[config.mk]
export PLATFORM = sky130hd
export DESIGN_NAME = alu_backend_top
export DESIGN_NICKNAME = d
export VERILOG_FILES = /design/src/design/alu_backend_pkg.sv /design/src/design/alu_iq.sv /design/src/design/alu_unit.sv /design/src/design/result_fifo.sv /design/src/design/cdb_arbiter.sv /design/src/design/alu_backend_top.sv
export SDC_FILE = /design/constraint.sdc
export NUM_CORES = 2
export LEC_CHECK = 0
export BUFFER_PORTS_ARGS = -buffer_cell sky130_fd_sc_hd__buf_4
export CORE_UTILIZATION = 42
export DETAILED_ROUTE_END_ITERATION = 10
export GPL_TIMING_DRIVEN = 0
export PLACE_DENSITY_LB_ADDON = 0.3
export SYNTH_ARGS = -nofsm -noshare
export SYNTH_HDL_FRONTEND = slang
export SYNTH_SLANG_ARGS = --single-unit
[constraint.sdc]
create_clock -name clk -period 8.65 [get_ports clk]
set_clock_uncertainty 0.2 [all_clocks]
set_input_delay 1.73 -clock clk [delete_from_list [all_inputs] [get_ports clk]]
set_output_delay 1.73 -clock clk [all_outputs]
set_load 0.05 [all_outputs]
[src/design/alu_backend_pkg.sv]
`default_nettype none

package alu_backend_pkg;

    // datapath widths
    parameter int XLEN   = 32;
    parameter int PREG_W = 6;   // physical register tag
    parameter int OP_W   = 3;

    // alu op codes
    parameter logic [OP_W-1:0] OP_ADD = 3'd0;
    parameter logic [OP_W-1:0] OP_SUB = 3'd1;
    parameter logic [OP_W-1:0] OP_AND = 3'd2;
    parameter logic [OP_W-1:0] OP_OR  = 3'd3;
    parameter logic [OP_W-1:0] OP_XOR = 3'd4;
    parameter logic [OP_W-1:0] OP_SLL = 3'd5;  // shift amount in low 5 bits of src1
    parameter logic [OP_W-1:0] OP_SRL = 3'd6;
    parameter logic [OP_W-1:0] OP_SLT = 3'd7;  // signed compare, 1 or 0

    // operand word as carried from dispatch into the issue queue.
    // a ready operand holds its value, a waiting one holds the tag
    // of the producer in the low bits with zeros above
    typedef union packed {
        logic [XLEN-1:0] value;
        struct packed {
            logic [XLEN-PREG_W-1:0] pad;
            logic [PREG_W-1:0]      tag;
        } pend;
    } operand_u;

endpackage

`default_nettype wire

[src/design/alu_iq.sv]
`timescale 1ns/10ps
`default_nettype none

module alu_iq import alu_backend_pkg::*; #(
    parameter int IQ_DEPTH = 4
) (
    input  wire logic              clk,
    input  wire logic              rst_i,
    input  wire logic              flush_i,
    // dispatch
    input  wire logic              disp_valid_i,
    input  wire logic [OP_W-1:0]   disp_op_i,
    input  wire logic [PREG_W-1:0] disp_dst_i,
    input  wire operand_u          disp_src0_i,
    input  wire logic              disp_src0_rdy_i,
    input  wire operand_u          disp_src1_i,
    input  wire logic              disp_src1_rdy_i,
    output logic                   disp_ready_o,
    // wakeup bus
    input  wire logic              cdb_valid_i,
    input  wire logic [PREG_W-1:0] cdb_dst_i,
    input  wire logic [XLEN-1:0]   cdb_data_i,
    // issue
    input  wire logic              exu_ready_i,
    output logic                   issue_valid_o,
    output logic [OP_W-1:0]        issue_op_o,
    output logic [PREG_W-1:0]      issue_dst_o,
    output logic [XLEN-1:0]        issue_a_o,
    output logic [XLEN-1:0]        issue_b_o
);
    localparam int IDX_W = (IQ_DEPTH > 1) ? $clog2(IQ_DEPTH) : 1;

    logic [IQ_DEPTH-1:0]               ent_valid;
    logic [IQ_DEPTH-1:0]               ent_rdy0;
    logic [IQ_DEPTH-1:0]               ent_rdy1;
    logic [IQ_DEPTH-1:0][IQ_DEPTH-1:0] older;  // older[j][i] set when j came before i
    logic [OP_W-1:0]                   ent_op   [IQ_DEPTH];
    logic [PREG_W-1:0]                 ent_dst  [IQ_DEPTH];
    operand_u                          ent_src0 [IQ_DEPTH];
    operand_u                          ent_src1 [IQ_DEPTH];

    logic [IQ_DEPTH-1:0] rdy_vec;
    logic [IQ_DEPTH-1:0] sel_vec;
    logic [IQ_DEPTH-1:0] wake0;
    logic [IQ_DEPTH-1:0] wake1;
    logic [IDX_W-1:0]    sel_idx;
    logic [IDX_W-1:0]    free_idx;
    logic                disp_fire;
    logic                issue_fire;
    logic                snoop0;
    logic                snoop1;

    assign disp_ready_o = ~&ent_valid;
    assign disp_fire    = disp_valid_i & disp_ready_o;
    assign issue_fire   = issue_valid_o & exu_ready_i;

    // producer broadcasting in the very cycle of dispatch
    assign snoop0 = !disp_src0_rdy_i && cdb_valid_i && (disp_src0_i.pend.tag == cdb_dst_i);
    assign snoop1 = !disp_src1_rdy_i && cdb_valid_i && (disp_src1_i.pend.tag == cdb_dst_i);

    always_comb begin
        free_idx = '0;
        for (int i = IQ_DEPTH - 1; i >= 0; i--) begin
            if (!ent_valid[i]) free_idx = IDX_W'(i);  // lowest free slot wins
        end
    end

    always_comb begin
        for (int i = 0; i < IQ_DEPTH; i++) begin
            wake0[i] = ent_valid[i] && !ent_rdy0[i] && cdb_valid_i
                       && (ent_src0[i].pend.tag == cdb_dst_i);
            wake1[i] = ent_valid[i] && !ent_rdy1[i] && cdb_valid_i
                       && (ent_src1[i].pend.tag == cdb_dst_i);
        end
    end

    // oldest ready entry: ready and no older ready entry
    always_comb begin
        rdy_vec = ent_valid & ent_rdy0 & ent_rdy1;
        sel_vec = '0;
        sel_idx = '0;
        for (int i = 0; i < IQ_DEPTH; i++) begin
            sel_vec[i] = rdy_vec[i];
            for (int j = 0; j < IQ_DEPTH; j++) begin
                if (rdy_vec[j] && older[j][i]) sel_vec[i] = 1'b0;
            end
            if (sel_vec[i]) sel_idx = IDX_W'(i);
        end
    end

    assign issue_valid_o = |rdy_vec;
    assign issue_op_o    = ent_op[sel_idx];
    assign issue_dst_o   = ent_dst[sel_idx];
    assign issue_a_o     = ent_src0[sel_idx].value;
    assign issue_b_o     = ent_src1[sel_idx].value;

    always_ff @(posedge clk) begin
        if (rst_i || flush_i) begin
            ent_valid <= '0;
            ent_rdy0  <= '0;
            ent_rdy1  <= '0;
            older     <= '0;
        end else begin
            for (int i = 0; i < IQ_DEPTH; i++) begin
                if (issue_fire && sel_vec[i]) ent_valid[i] <= 1'b0;
                if (wake0[i]) ent_rdy0[i] <= 1'b1;
                if (wake1[i]) ent_rdy1[i] <= 1'b1;
            end
            if (disp_fire) begin
                ent_valid[free_idx] <= 1'b1;
                ent_rdy0[free_idx]  <= disp_src0_rdy_i | snoop0;
                ent_rdy1[free_idx]  <= disp_src1_rdy_i | snoop1;
                for (int j = 0; j < IQ_DEPTH; j++) begin
                    older[free_idx][j] <= 1'b0;          // youngest of all
                    older[j][free_idx] <= ent_valid[j];
                end
            end
        end
    end

    // operand and op storage
    always_ff @(posedge clk) begin
        for (int i = 0; i < IQ_DEPTH; i++) begin
            if (wake0[i]) ent_src0[i].value <= cdb_data_i;
            if (wake1[i]) ent_src1[i].value <= cdb_data_i;
        end
        if (disp_fire) begin
            ent_op[free_idx]         <= disp_op_i;
            ent_dst[free_idx]        <= disp_dst_i;
            ent_src0[free_idx].value <= snoop0 ? cdb_data_i : disp_src0_i.value;
            ent_src1[free_idx].value <= snoop1 ? cdb_data_i : disp_src1_i.value;
        end
    end

    // the issued entry is live with both operands in hand
    a_issue_ready: assert property (@(posedge clk) disable iff (rst_i || flush_i)
        issue_valid_o |-> (ent_valid[sel_idx] && ent_rdy0[sel_idx] && ent_rdy1[sel_idx]));

    // age order stays total over the entries, one oldest ready at a time
    a_one_oldest: assert property (@(posedge clk) disable iff (rst_i || flush_i)
        issue_valid_o |-> $onehot(sel_vec));

endmodule

`default_nettype wire

[src/design/alu_unit.sv]
`timescale 1ns/10ps
`default_nettype none

module alu_unit import alu_backend_pkg::*; (
    input  wire logic              clk,
    input  wire logic              rst_i,
    input  wire logic              flush_i,
    input  wire logic              issue_valid_i,
    input  wire logic [OP_W-1:0]   issue_op_i,
    input  wire logic [PREG_W-1:0] issue_dst_i,
    input  wire logic [XLEN-1:0]   issue_a_i,
    input  wire logic [XLEN-1:0]   issue_b_i,
    input  wire logic              fifo_ready_i,
    output logic                   exu_ready_o,
    output logic                   res_valid_o,
    output logic [PREG_W-1:0]      res_dst_o,
    output logic [XLEN-1:0]        res_data_o
);
    logic [XLEN-1:0] alu_out;

    always_comb begin
        case (issue_op_i)
            OP_ADD:  alu_out = issue_a_i + issue_b_i;
            OP_SUB:  alu_out = issue_a_i - issue_b_i;
            OP_AND:  alu_out = issue_a_i & issue_b_i;
            OP_OR:   alu_out = issue_a_i | issue_b_i;
            OP_XOR:  alu_out = issue_a_i ^ issue_b_i;
            OP_SLL:  alu_out = issue_a_i << issue_b_i[4:0];
            OP_SRL:  alu_out = issue_a_i >> issue_b_i[4:0];
            default: alu_out = {{(XLEN-1){1'b0}}, $signed(issue_a_i) < $signed(issue_b_i)};
        endcase
    end

    // result register free, or drained into the fifo this cycle
    assign exu_ready_o = !res_valid_o || fifo_ready_i;

    always_ff @(posedge clk) begin
        if (rst_i || flush_i) begin
            res_valid_o <= 1'b0;
        end else if (exu_ready_o) begin
            res_valid_o <= issue_valid_i;
        end
    end

    always_ff @(posedge clk) begin
        if (exu_ready_o && issue_valid_i) begin
            res_dst_o  <= issue_dst_i;
            res_data_o <= alu_out;
        end
    end

    // stalled result must survive until the fifo takes it
    a_hold_on_stall: assert property (@(posedge clk) disable iff (rst_i || flush_i)
        (res_valid_o && !fifo_ready_i) |=>
        (res_valid_o && $stable(res_dst_o) && $stable(res_data_o)));

endmodule

`default_nettype wire

[src/design/result_fifo.sv]
`timescale 1ns/10ps
`default_nettype none

module result_fifo import alu_backend_pkg::*; #(
    parameter int FIFO_DEPTH = 2
) (
    input  wire logic              clk,
    input  wire logic              rst_i,
    input  wire logic              flush_i,
    input  wire logic              push_i,
    input  wire logic [PREG_W-1:0] push_dst_i,
    input  wire logic [XLEN-1:0]   push_data_i,
    input  wire logic              pop_i,
    output logic                   fifo_ready_o,
    output logic                   head_valid_o,
    output logic [PREG_W-1:0]      head_dst_o,
    output logic [XLEN-1:0]        head_data_o
);
    localparam int PTR_W = (FIFO_DEPTH > 1) ? $clog2(FIFO_DEPTH) : 1;
    localparam int CNT_W = $clog2(FIFO_DEPTH + 1);

    logic [PREG_W-1:0] mem_dst  [FIFO_DEPTH];
    logic [XLEN-1:0]   mem_data [FIFO_DEPTH];
    logic [PTR_W-1:0]  wr_ptr;
    logic [PTR_W-1:0]  rd_ptr;
    logic [CNT_W-1:0]  count;

    assign fifo_ready_o = (count != CNT_W'(FIFO_DEPTH));
    assign head_valid_o = (count != '0);  // no bypass, visible one cycle after push
    assign head_dst_o   = mem_dst[rd_ptr];
    assign head_data_o  = mem_data[rd_ptr];

    always_ff @(posedge clk) begin
        if (rst_i || flush_i) begin
            wr_ptr <= '0;
            rd_ptr <= '0;
            count  <= '0;
        end else begin
            if (push_i) wr_ptr <= (wr_ptr == PTR_W'(FIFO_DEPTH - 1)) ? '0 : wr_ptr + 1'b1;
            if (pop_i)  rd_ptr <= (rd_ptr == PTR_W'(FIFO_DEPTH - 1)) ? '0 : rd_ptr + 1'b1;
            case ({push_i, pop_i})
                2'b10:   count <= count + 1'b1;
                2'b01:   count <= count - 1'b1;
                default: count <= count;
            endcase
        end
    end

    always_ff @(posedge clk) begin
        if (push_i) begin
            mem_dst[wr_ptr]  <= push_dst_i;
            mem_data[wr_ptr] <= push_data_i;
        end
    end

    // producer and arbiter both have to respect the fill level
    a_no_overflow: assert property (@(posedge clk) disable iff (rst_i || flush_i)
        push_i |-> fifo_ready_o);
    a_no_underflow: assert property (@(posedge clk) disable iff (rst_i || flush_i)
        pop_i |-> head_valid_o);

endmodule

`default_nettype wire

[src/design/cdb_arbiter.sv]
`timescale 1ns/10ps
`default_nettype none

module cdb_arbiter import alu_backend_pkg::*; #(
    parameter int LANES = 2
) (
    input  wire logic                         clk,
    input  wire logic                         rst_i,
    input  wire logic                         flush_i,
    input  wire logic [LANES-1:0]             head_valid_i,
    input  wire logic [LANES-1:0][PREG_W-1:0] head_dst_i,
    input  wire logic [LANES-1:0][XLEN-1:0]   head_data_i,
    output logic [LANES-1:0]                  pop_o,
    output logic                              cdb_valid_o,
    output logic [PREG_W-1:0]                 cdb_dst_o,
    output logic [XLEN-1:0]                   cdb_data_o
);
    localparam int PTR_W = (LANES > 1) ? $clog2(LANES) : 1;

    logic [PTR_W-1:0] rr_ptr;   // lane with first claim this cycle
    logic [PTR_W-1:0] win_idx;
    logic             found;

    // scan lanes starting at the round-robin pointer
    always_comb begin
        int idx;
        found   = 1'b0;
        win_idx = '0;
        pop_o   = '0;
        for (int k = 0; k < LANES; k++) begin
            idx = int'(rr_ptr) + k;
            if (idx >= LANES) idx = idx - LANES;
            if (!found && head_valid_i[idx]) begin
                found   = 1'b1;
                win_idx = PTR_W'(idx);
            end
        end
        if (found) pop_o[win_idx] = 1'b1;
    end

    assign cdb_valid_o = found;
    assign cdb_dst_o   = head_dst_i[win_idx];
    assign cdb_data_o  = head_data_i[win_idx];

    always_ff @(posedge clk) begin
        if (rst_i || flush_i) begin
            rr_ptr <= '0;
        end else if (found) begin
            rr_ptr <= (win_idx == PTR_W'(LANES - 1)) ? '0 : win_idx + 1'b1;  // skip past winner
        end
    end

    a_grant_onehot: assert property (@(posedge clk) disable iff (rst_i)
        $onehot0(pop_o));

endmodule

`default_nettype wire

[src/design/alu_backend_top.sv]
`timescale 1ns/10ps
`default_nettype none

module alu_backend_top import alu_backend_pkg::*; #(
    parameter int IQ_DEPTH   = 4,
    parameter int FIFO_DEPTH = 2,
    parameter int LANES      = 2
) (
    input  wire logic                         clk,
    input  wire logic                         rst_i,
    input  wire logic                         flush_i,
    // per-lane dispatch
    input  wire logic [LANES-1:0]             disp_valid_i,
    input  wire logic [LANES-1:0][OP_W-1:0]   disp_op_i,
    input  wire logic [LANES-1:0][PREG_W-1:0] disp_dst_i,
    input  wire operand_u [LANES-1:0]         disp_src0_i,
    input  wire logic [LANES-1:0]             disp_src0_rdy_i,
    input  wire operand_u [LANES-1:0]         disp_src1_i,
    input  wire logic [LANES-1:0]             disp_src1_rdy_i,
    output logic [LANES-1:0]                  disp_ready_o,
    // common data bus
    output logic                              cdb_valid_o,
    output logic [PREG_W-1:0]                 cdb_dst_o,
    output logic [XLEN-1:0]                   cdb_data_o
);
    logic [LANES-1:0]             issue_valid;
    logic [LANES-1:0][OP_W-1:0]   issue_op;
    logic [LANES-1:0][PREG_W-1:0] issue_dst;
    logic [LANES-1:0][XLEN-1:0]   issue_a;
    logic [LANES-1:0][XLEN-1:0]   issue_b;
    logic [LANES-1:0]             exu_ready;
    logic [LANES-1:0]             res_valid;
    logic [LANES-1:0][PREG_W-1:0] res_dst;
    logic [LANES-1:0][XLEN-1:0]   res_data;
    logic [LANES-1:0]             fifo_ready;
    logic [LANES-1:0]             push;
    logic [LANES-1:0]             head_valid;
    logic [LANES-1:0][PREG_W-1:0] head_dst;
    logic [LANES-1:0][XLEN-1:0]   head_data;
    logic [LANES-1:0]             pop;

    for (genvar l = 0; l < LANES; l++) begin : g_lane
        alu_iq #(
            .IQ_DEPTH(IQ_DEPTH)
        ) u_iq (
            .clk(clk), .rst_i(rst_i), .flush_i(flush_i),
            .disp_valid_i(disp_valid_i[l]),
            .disp_op_i(disp_op_i[l]),
            .disp_dst_i(disp_dst_i[l]),
            .disp_src0_i(disp_src0_i[l]),
            .disp_src0_rdy_i(disp_src0_rdy_i[l]),
            .disp_src1_i(disp_src1_i[l]),
            .disp_src1_rdy_i(disp_src1_rdy_i[l]),
            .disp_ready_o(disp_ready_o[l]),
            .cdb_valid_i(cdb_valid_o),        // wakeup straight off the cdb
            .cdb_dst_i(cdb_dst_o),
            .cdb_data_i(cdb_data_o),
            .exu_ready_i(exu_ready[l]),
            .issue_valid_o(issue_valid[l]),
            .issue_op_o(issue_op[l]),
            .issue_dst_o(issue_dst[l]),
            .issue_a_o(issue_a[l]),
            .issue_b_o(issue_b[l])
        );

        alu_unit u_alu (
            .clk(clk), .rst_i(rst_i), .flush_i(flush_i),
            .issue_valid_i(issue_valid[l]),
            .issue_op_i(issue_op[l]),
            .issue_dst_i(issue_dst[l]),
            .issue_a_i(issue_a[l]),
            .issue_b_i(issue_b[l]),
            .fifo_ready_i(fifo_ready[l]),
            .exu_ready_o(exu_ready[l]),
            .res_valid_o(res_valid[l]),
            .res_dst_o(res_dst[l]),
            .res_data_o(res_data[l])
        );

        assign push[l] = res_valid[l] & fifo_ready[l];

        result_fifo #(
            .FIFO_DEPTH(FIFO_DEPTH)
        ) u_fifo (
            .clk(clk), .rst_i(rst_i), .flush_i(flush_i),
            .push_i(push[l]),
            .push_dst_i(res_dst[l]),
            .push_data_i(res_data[l]),
            .pop_i(pop[l]),
            .fifo_ready_o(fifo_ready[l]),
            .head_valid_o(head_valid[l]),
            .head_dst_o(head_dst[l]),
            .head_data_o(head_data[l])
        );
    end

    cdb_arbiter #(
        .LANES(LANES)
    ) u_arb (
        .clk(clk), .rst_i(rst_i), .flush_i(flush_i),
        .head_valid_i(head_valid),
        .head_dst_i(head_dst),
        .head_data_i(head_data),
        .pop_o(pop),
        .cdb_valid_o(cdb_valid_o),
        .cdb_dst_o(cdb_dst_o),
        .cdb_data_o(cdb_data_o)
    );

endmodule

`default_nettype wire

==> metrics.md <==
| Metric | Value |
|---|---|
| Highest-count cells in the layout ignoring fill and taps | edfxtp_1 (812), nand2_1 (732), o21ai_0 (559), nor2_1 (408), mux2i_1 (368) |
| Total power | 10.9 mW |
| Critical path buffer and inverter count | 8 |
| Hold Path End | g_lane[1].u_fifo.mem_data[0][5] |
| Worst-margin pin slew | 1.52 ns |
| Grt total ovfl | 0 |
| Crit path max-delay family | compound AO/OA/AOI/OAI gates |
| Met3 wire length | 36.5 mm |
| Final hold viol count | 0 |
| WP data arrival | 8.87 ns |
| Status | finished with violations |
| Synth Net Count | 6091 |
| Count of buffers from port buffering | 193 |
| Final GP Congestion | 1.06 |
| Max incr delay on CP | 0.86 ns |
| Setup slack after layout | -0.0282 ns |
| Commonest non-fill, non-tap cell in the layout | edfxtp_1 |
| Wl on met1 | 117 mm |
| Worst R2R Setup Slack | -0.03 ns |
| Reg clk slew, reported paths | 0.06 ns |
| Fin crit share | 100% |
| Max-slew violation count | 21 |
| H-tree depth | 3 |
| Worst Setup End Kind | flop |
| Fmax | 115 MHz |
| Area Overhead vs Synth | 15.4% |
| FP Rows | 133 |
| CTS tree | built |
| Async set-reset flop share out of synthesis | 0% |
| Hold Path Depth | 0 |
| Cell variety after synth | 90 |
| Avg Cell Area, Syn | 9.81 um^2 |
| Reg2reg start | g_lane[1].u_iq.ent_valid[3] |
| DR iter-0 viols | 7768 |
| Synthesized area | 56100 um^2 |
| Critical-path top delay cell | clkbuf_1 |
| Number of flops mapped to enable cells by yosys | 812 |
| Lkg Pwr | 23.6 nW |
| Starting Density | 42.5% |
| Hold Path Class | flop to flop |
| Layout cell share with drive strength beyond 1 | 16.8% |
| Hold_sp | g_lane[1].u_alu.res_data_o[5] |
| Max Used Layer | met5 |
| Drt drc | 0 |
| Dpl ws | -1.07 ns |
| Nets | 6520 |
| Reg2reg end | g_lane[1].u_alu.res_data_o[0] |
| CP Max Fanout | 11 |
| RSZ-0062 raised after global routing | no |
| GRT Total Usage | 40.7% |
| Routed WL per cell | 35.5 um |
| Most frequent CP cell | clkbuf_1 |
| Hold buffer count at cts | 0 |
| Chip Height | 368 um |
| Synth warn | 0 |
| Worst reg-to-reg path cell count | 23 |
| Sink Count | 881 |
| Max-Cap Viols | 5 |
| DR pass1 iterations | 7 |
| Via count | 52174 |
| Pin count of the biggest net entering global routing | 36 |
| Setup Viol. Count Final | 3 |
| CTS Buffer Depth | 3 |
| DPL Wire Length | 224 mm |
| Global-route wire length before repair | 385 mm |
| Pwr dens | 168 nW/um^2 |
| Number of global-route vias before repair | 48474 |
| Sequential-to-total area share from yosys stat | 45.9% |
| Final Non-Filler Cells | 7986 |
| Aggregate routed wire length | 283 mm |
| Worst-skew pair later-pin latency | 0.72 ns |
| Antenna violations before repair | 18 |
| Crit Path Class | flop to flop |
| Crit path launch type | flop |
| Mapped Cells | 5721 |
| Met2 WL post-DR | 115 mm |
| Worst path cell trace | buf_2 > and4b_1 > and4_1 > clkbuf_1 > clkbuf_2 > buf_2 > clkbuf_1 > clkbuf_1 > nand2_1 > o21ai_1 > ha_1 > clkbuf_1 > inv_1 > a21oi_1 > o221a_2 > o21ai_0 > a2111oi_2 > o41a_1 > o21ai_0 > o22ai_1 > o41a_1 > a31oi_1 > a21oi_1 |
| Worst Path Required | 8.84 ns |
| Minimum clock period | 8.68 ns |
| #FFs+latches synth | 881 |
| Via/cell ratio | 6.53 |
| Core Area | 132000 um^2 |
| Post-route ant nets | 0 |
| Clock root buffer | clkbuf_16 |
| Failing checks | capacitance limit, slew limit, setup timing |
| Synth Flop Type | edfxtp_1 |
| Number of clock buffers inserted by TritonCTS | 93 |
| Worst slew margin | -1.72% |
| Die Wd | 368 um |
| Max VDD drop | 0.161 mV |
| Die area | 135000 um^2 |
| Io pins | 196 |
| Dpl cells | 7809 |
[stage by stage]
step	TNS [ns]	hold slack [ns]	instance area (um^2)	util, %
3_5_place_dp	-7.82	0.230	61500	46.6
3_3_place_gp	-1573.61	0.222	59800	45.3
4_1_cts	0	0.238	64600	49.0
6_report	-0.0373	0.241	64800	49.1
5_1_grt	0	0.247	64700	49.1
2_1_floorplan	0	0.221	56100	-
[worst max-delay path by stage]
stage                                startpoint                              to  slack [ns]  cells after the start
detailed placement   g_lane[1].u_iq.ent_rdy0[1]   g_lane[1].u_alu.res_data_o[0]       -1.07                     22
global placement                           flop  g_lane[0].u_iq.ent_src1[3][11]       -3.83                      8
CTS                  g_lane[0].u_iq.ent_rdy0[3]  g_lane[0].u_alu.res_data_o[31]        0.04                     22
global route        g_lane[1].u_iq.ent_valid[3]   g_lane[1].u_alu.res_data_o[0]       0.005                     23
floorplan             g_lane[0].u_fifo.count[0]   g_lane[0].u_iq.ent_src1[2][0]        2.19                     12
finish              g_lane[1].u_iq.ent_valid[3]   g_lane[1].u_alu.res_data_o[0]       -0.03                     23
[layer usage]
| layer | up-vias | global-route usage [%] |
|---|---|---|
| met5 | - | 0 |
| met4 | 4 | 18.0 |
| met3 | 656 | 11.8 |
| met2 | 3653 | 57.2 |
| met1 | 25957 | 57.4 |
| li1 | 21904 | - |
[where the power goes]
part	leakage [nW]	internal, mW	total (mW)	switching, mW
clock	1.48	2.36	4.13	1.77
combinational	14.2	0.621	2.03	1.41
sequential	7.98	4.70	4.72	0.0254
[timing repair]
action,in CTS,in global routing
gates resized for setup,25,51
endpoints found under the setup margin,18,14
setup buffers,2,0
[worst reg2reg max path: stages, from the launching register on]
cell,delay (ns)
dfxtp_1,0.33
buf_2,0.20
and4b_1,0.22
and4_1,0.23
clkbuf_1,0.25
clkbuf_2,0.52
buf_2,0.47
clkbuf_1,0.87
clkbuf_1,0.50
nand2_1,0.11
o21ai_1,0.44
ha_1,0.36
clkbuf_1,0.22
inv_1,0.19
a21oi_1,0.11
o221a_2,0.28
o21ai_0,0.52
a2111oi_2,0.20
o41a_1,0.49
o21ai_0,0.28
o22ai_1,0.17
o41a_1,0.44
a31oi_1,0.51
a21oi_1,0.21
[Yosys cell counts (all sizes together), types with 20 or more instances]
cell type / instances / share of area, %
a21o: 21 / 0.28
a22oi: 22 / 0.29
a21oi: 341 / 3.1
mux2i: 369 / 6.6
o31ai: 20 / 0.27
edfxtp: 812 / 43
o21bai: 29 / 0.39
xor2: 44 / 0.69
xnor2: 128 / 2.0
dfxtp: 69 / 2.5
nor3: 140 / 1.2
clkbuf: 258 / 1.7
a211oi: 124 / 1.7
nand4: 52 / 0.58
and3: 31 / 0.35
nand3: 63 / 0.56
nand2b: 40 / 0.45
o211ai: 40 / 0.54
mux2: 311 / 6.2
nand2: 732 / 4.9
o21a: 24 / 0.32
o22ai: 54 / 0.60
ha: 212 / 4.7
o21ai: 613 / 5.5
buf: 136 / 1.2
inv: 265 / 1.8
nor2: 414 / 2.8
a221oi: 40 / 0.67
[layout make-up]
type                    instances  area, um^2
diodes                          9        22.5
plain buffers                 389        1670
clock buffers                 117        2470
clock inverters                50         613
fillers                     12338       67200
inverters                     268        1010
multi-input cells            4178       28200
flip-flops and latches        881       25800
well taps                    1755        2200
repair buffers                339        2810
[sequential cells by signal, summed over array words and instances (netlist names), named ones only]
register                  flops
g_lane.u_alu.res_data_o      64
g_lane.u_iq.ent_rdy0          8
g_lane.u_iq.ent_rdy1          8
g_lane.u_alu.res_dst_o       12
g_lane.u_fifo.mem_dst        24
g_lane.u_iq.ent_valid         8
g_lane.u_iq.ent_src1        256
g_lane.u_fifo.wr_ptr          2
g_lane.u_fifo.mem_data      128
u_arb.rr_ptr                  1
g_lane.u_iq.ent_dst          48
g_lane.u_fifo.count           4
g_lane.u_alu.res_valid_o      2
g_lane.u_fifo.rd_ptr          2
g_lane.u_iq.ent_src0        256
g_lane.u_iq.ent_op           24
g_lane.u_iq.older            24
[cells by family after synthesis]
| group | synth area share (%) |
|---|---|
| xor gates and xnor gates | 2.68 |
| DFF | 45.9 |
| muxes | 12.9 |
| AOI/OAI and AO/OA | 16.8 |
| buffers and inverters | 4.70 |
| and+or+nand+nor | 12.3 |
| adders and majority gates | 4.83 |
No activity file was read; power rests on OpenSTA's default activity.
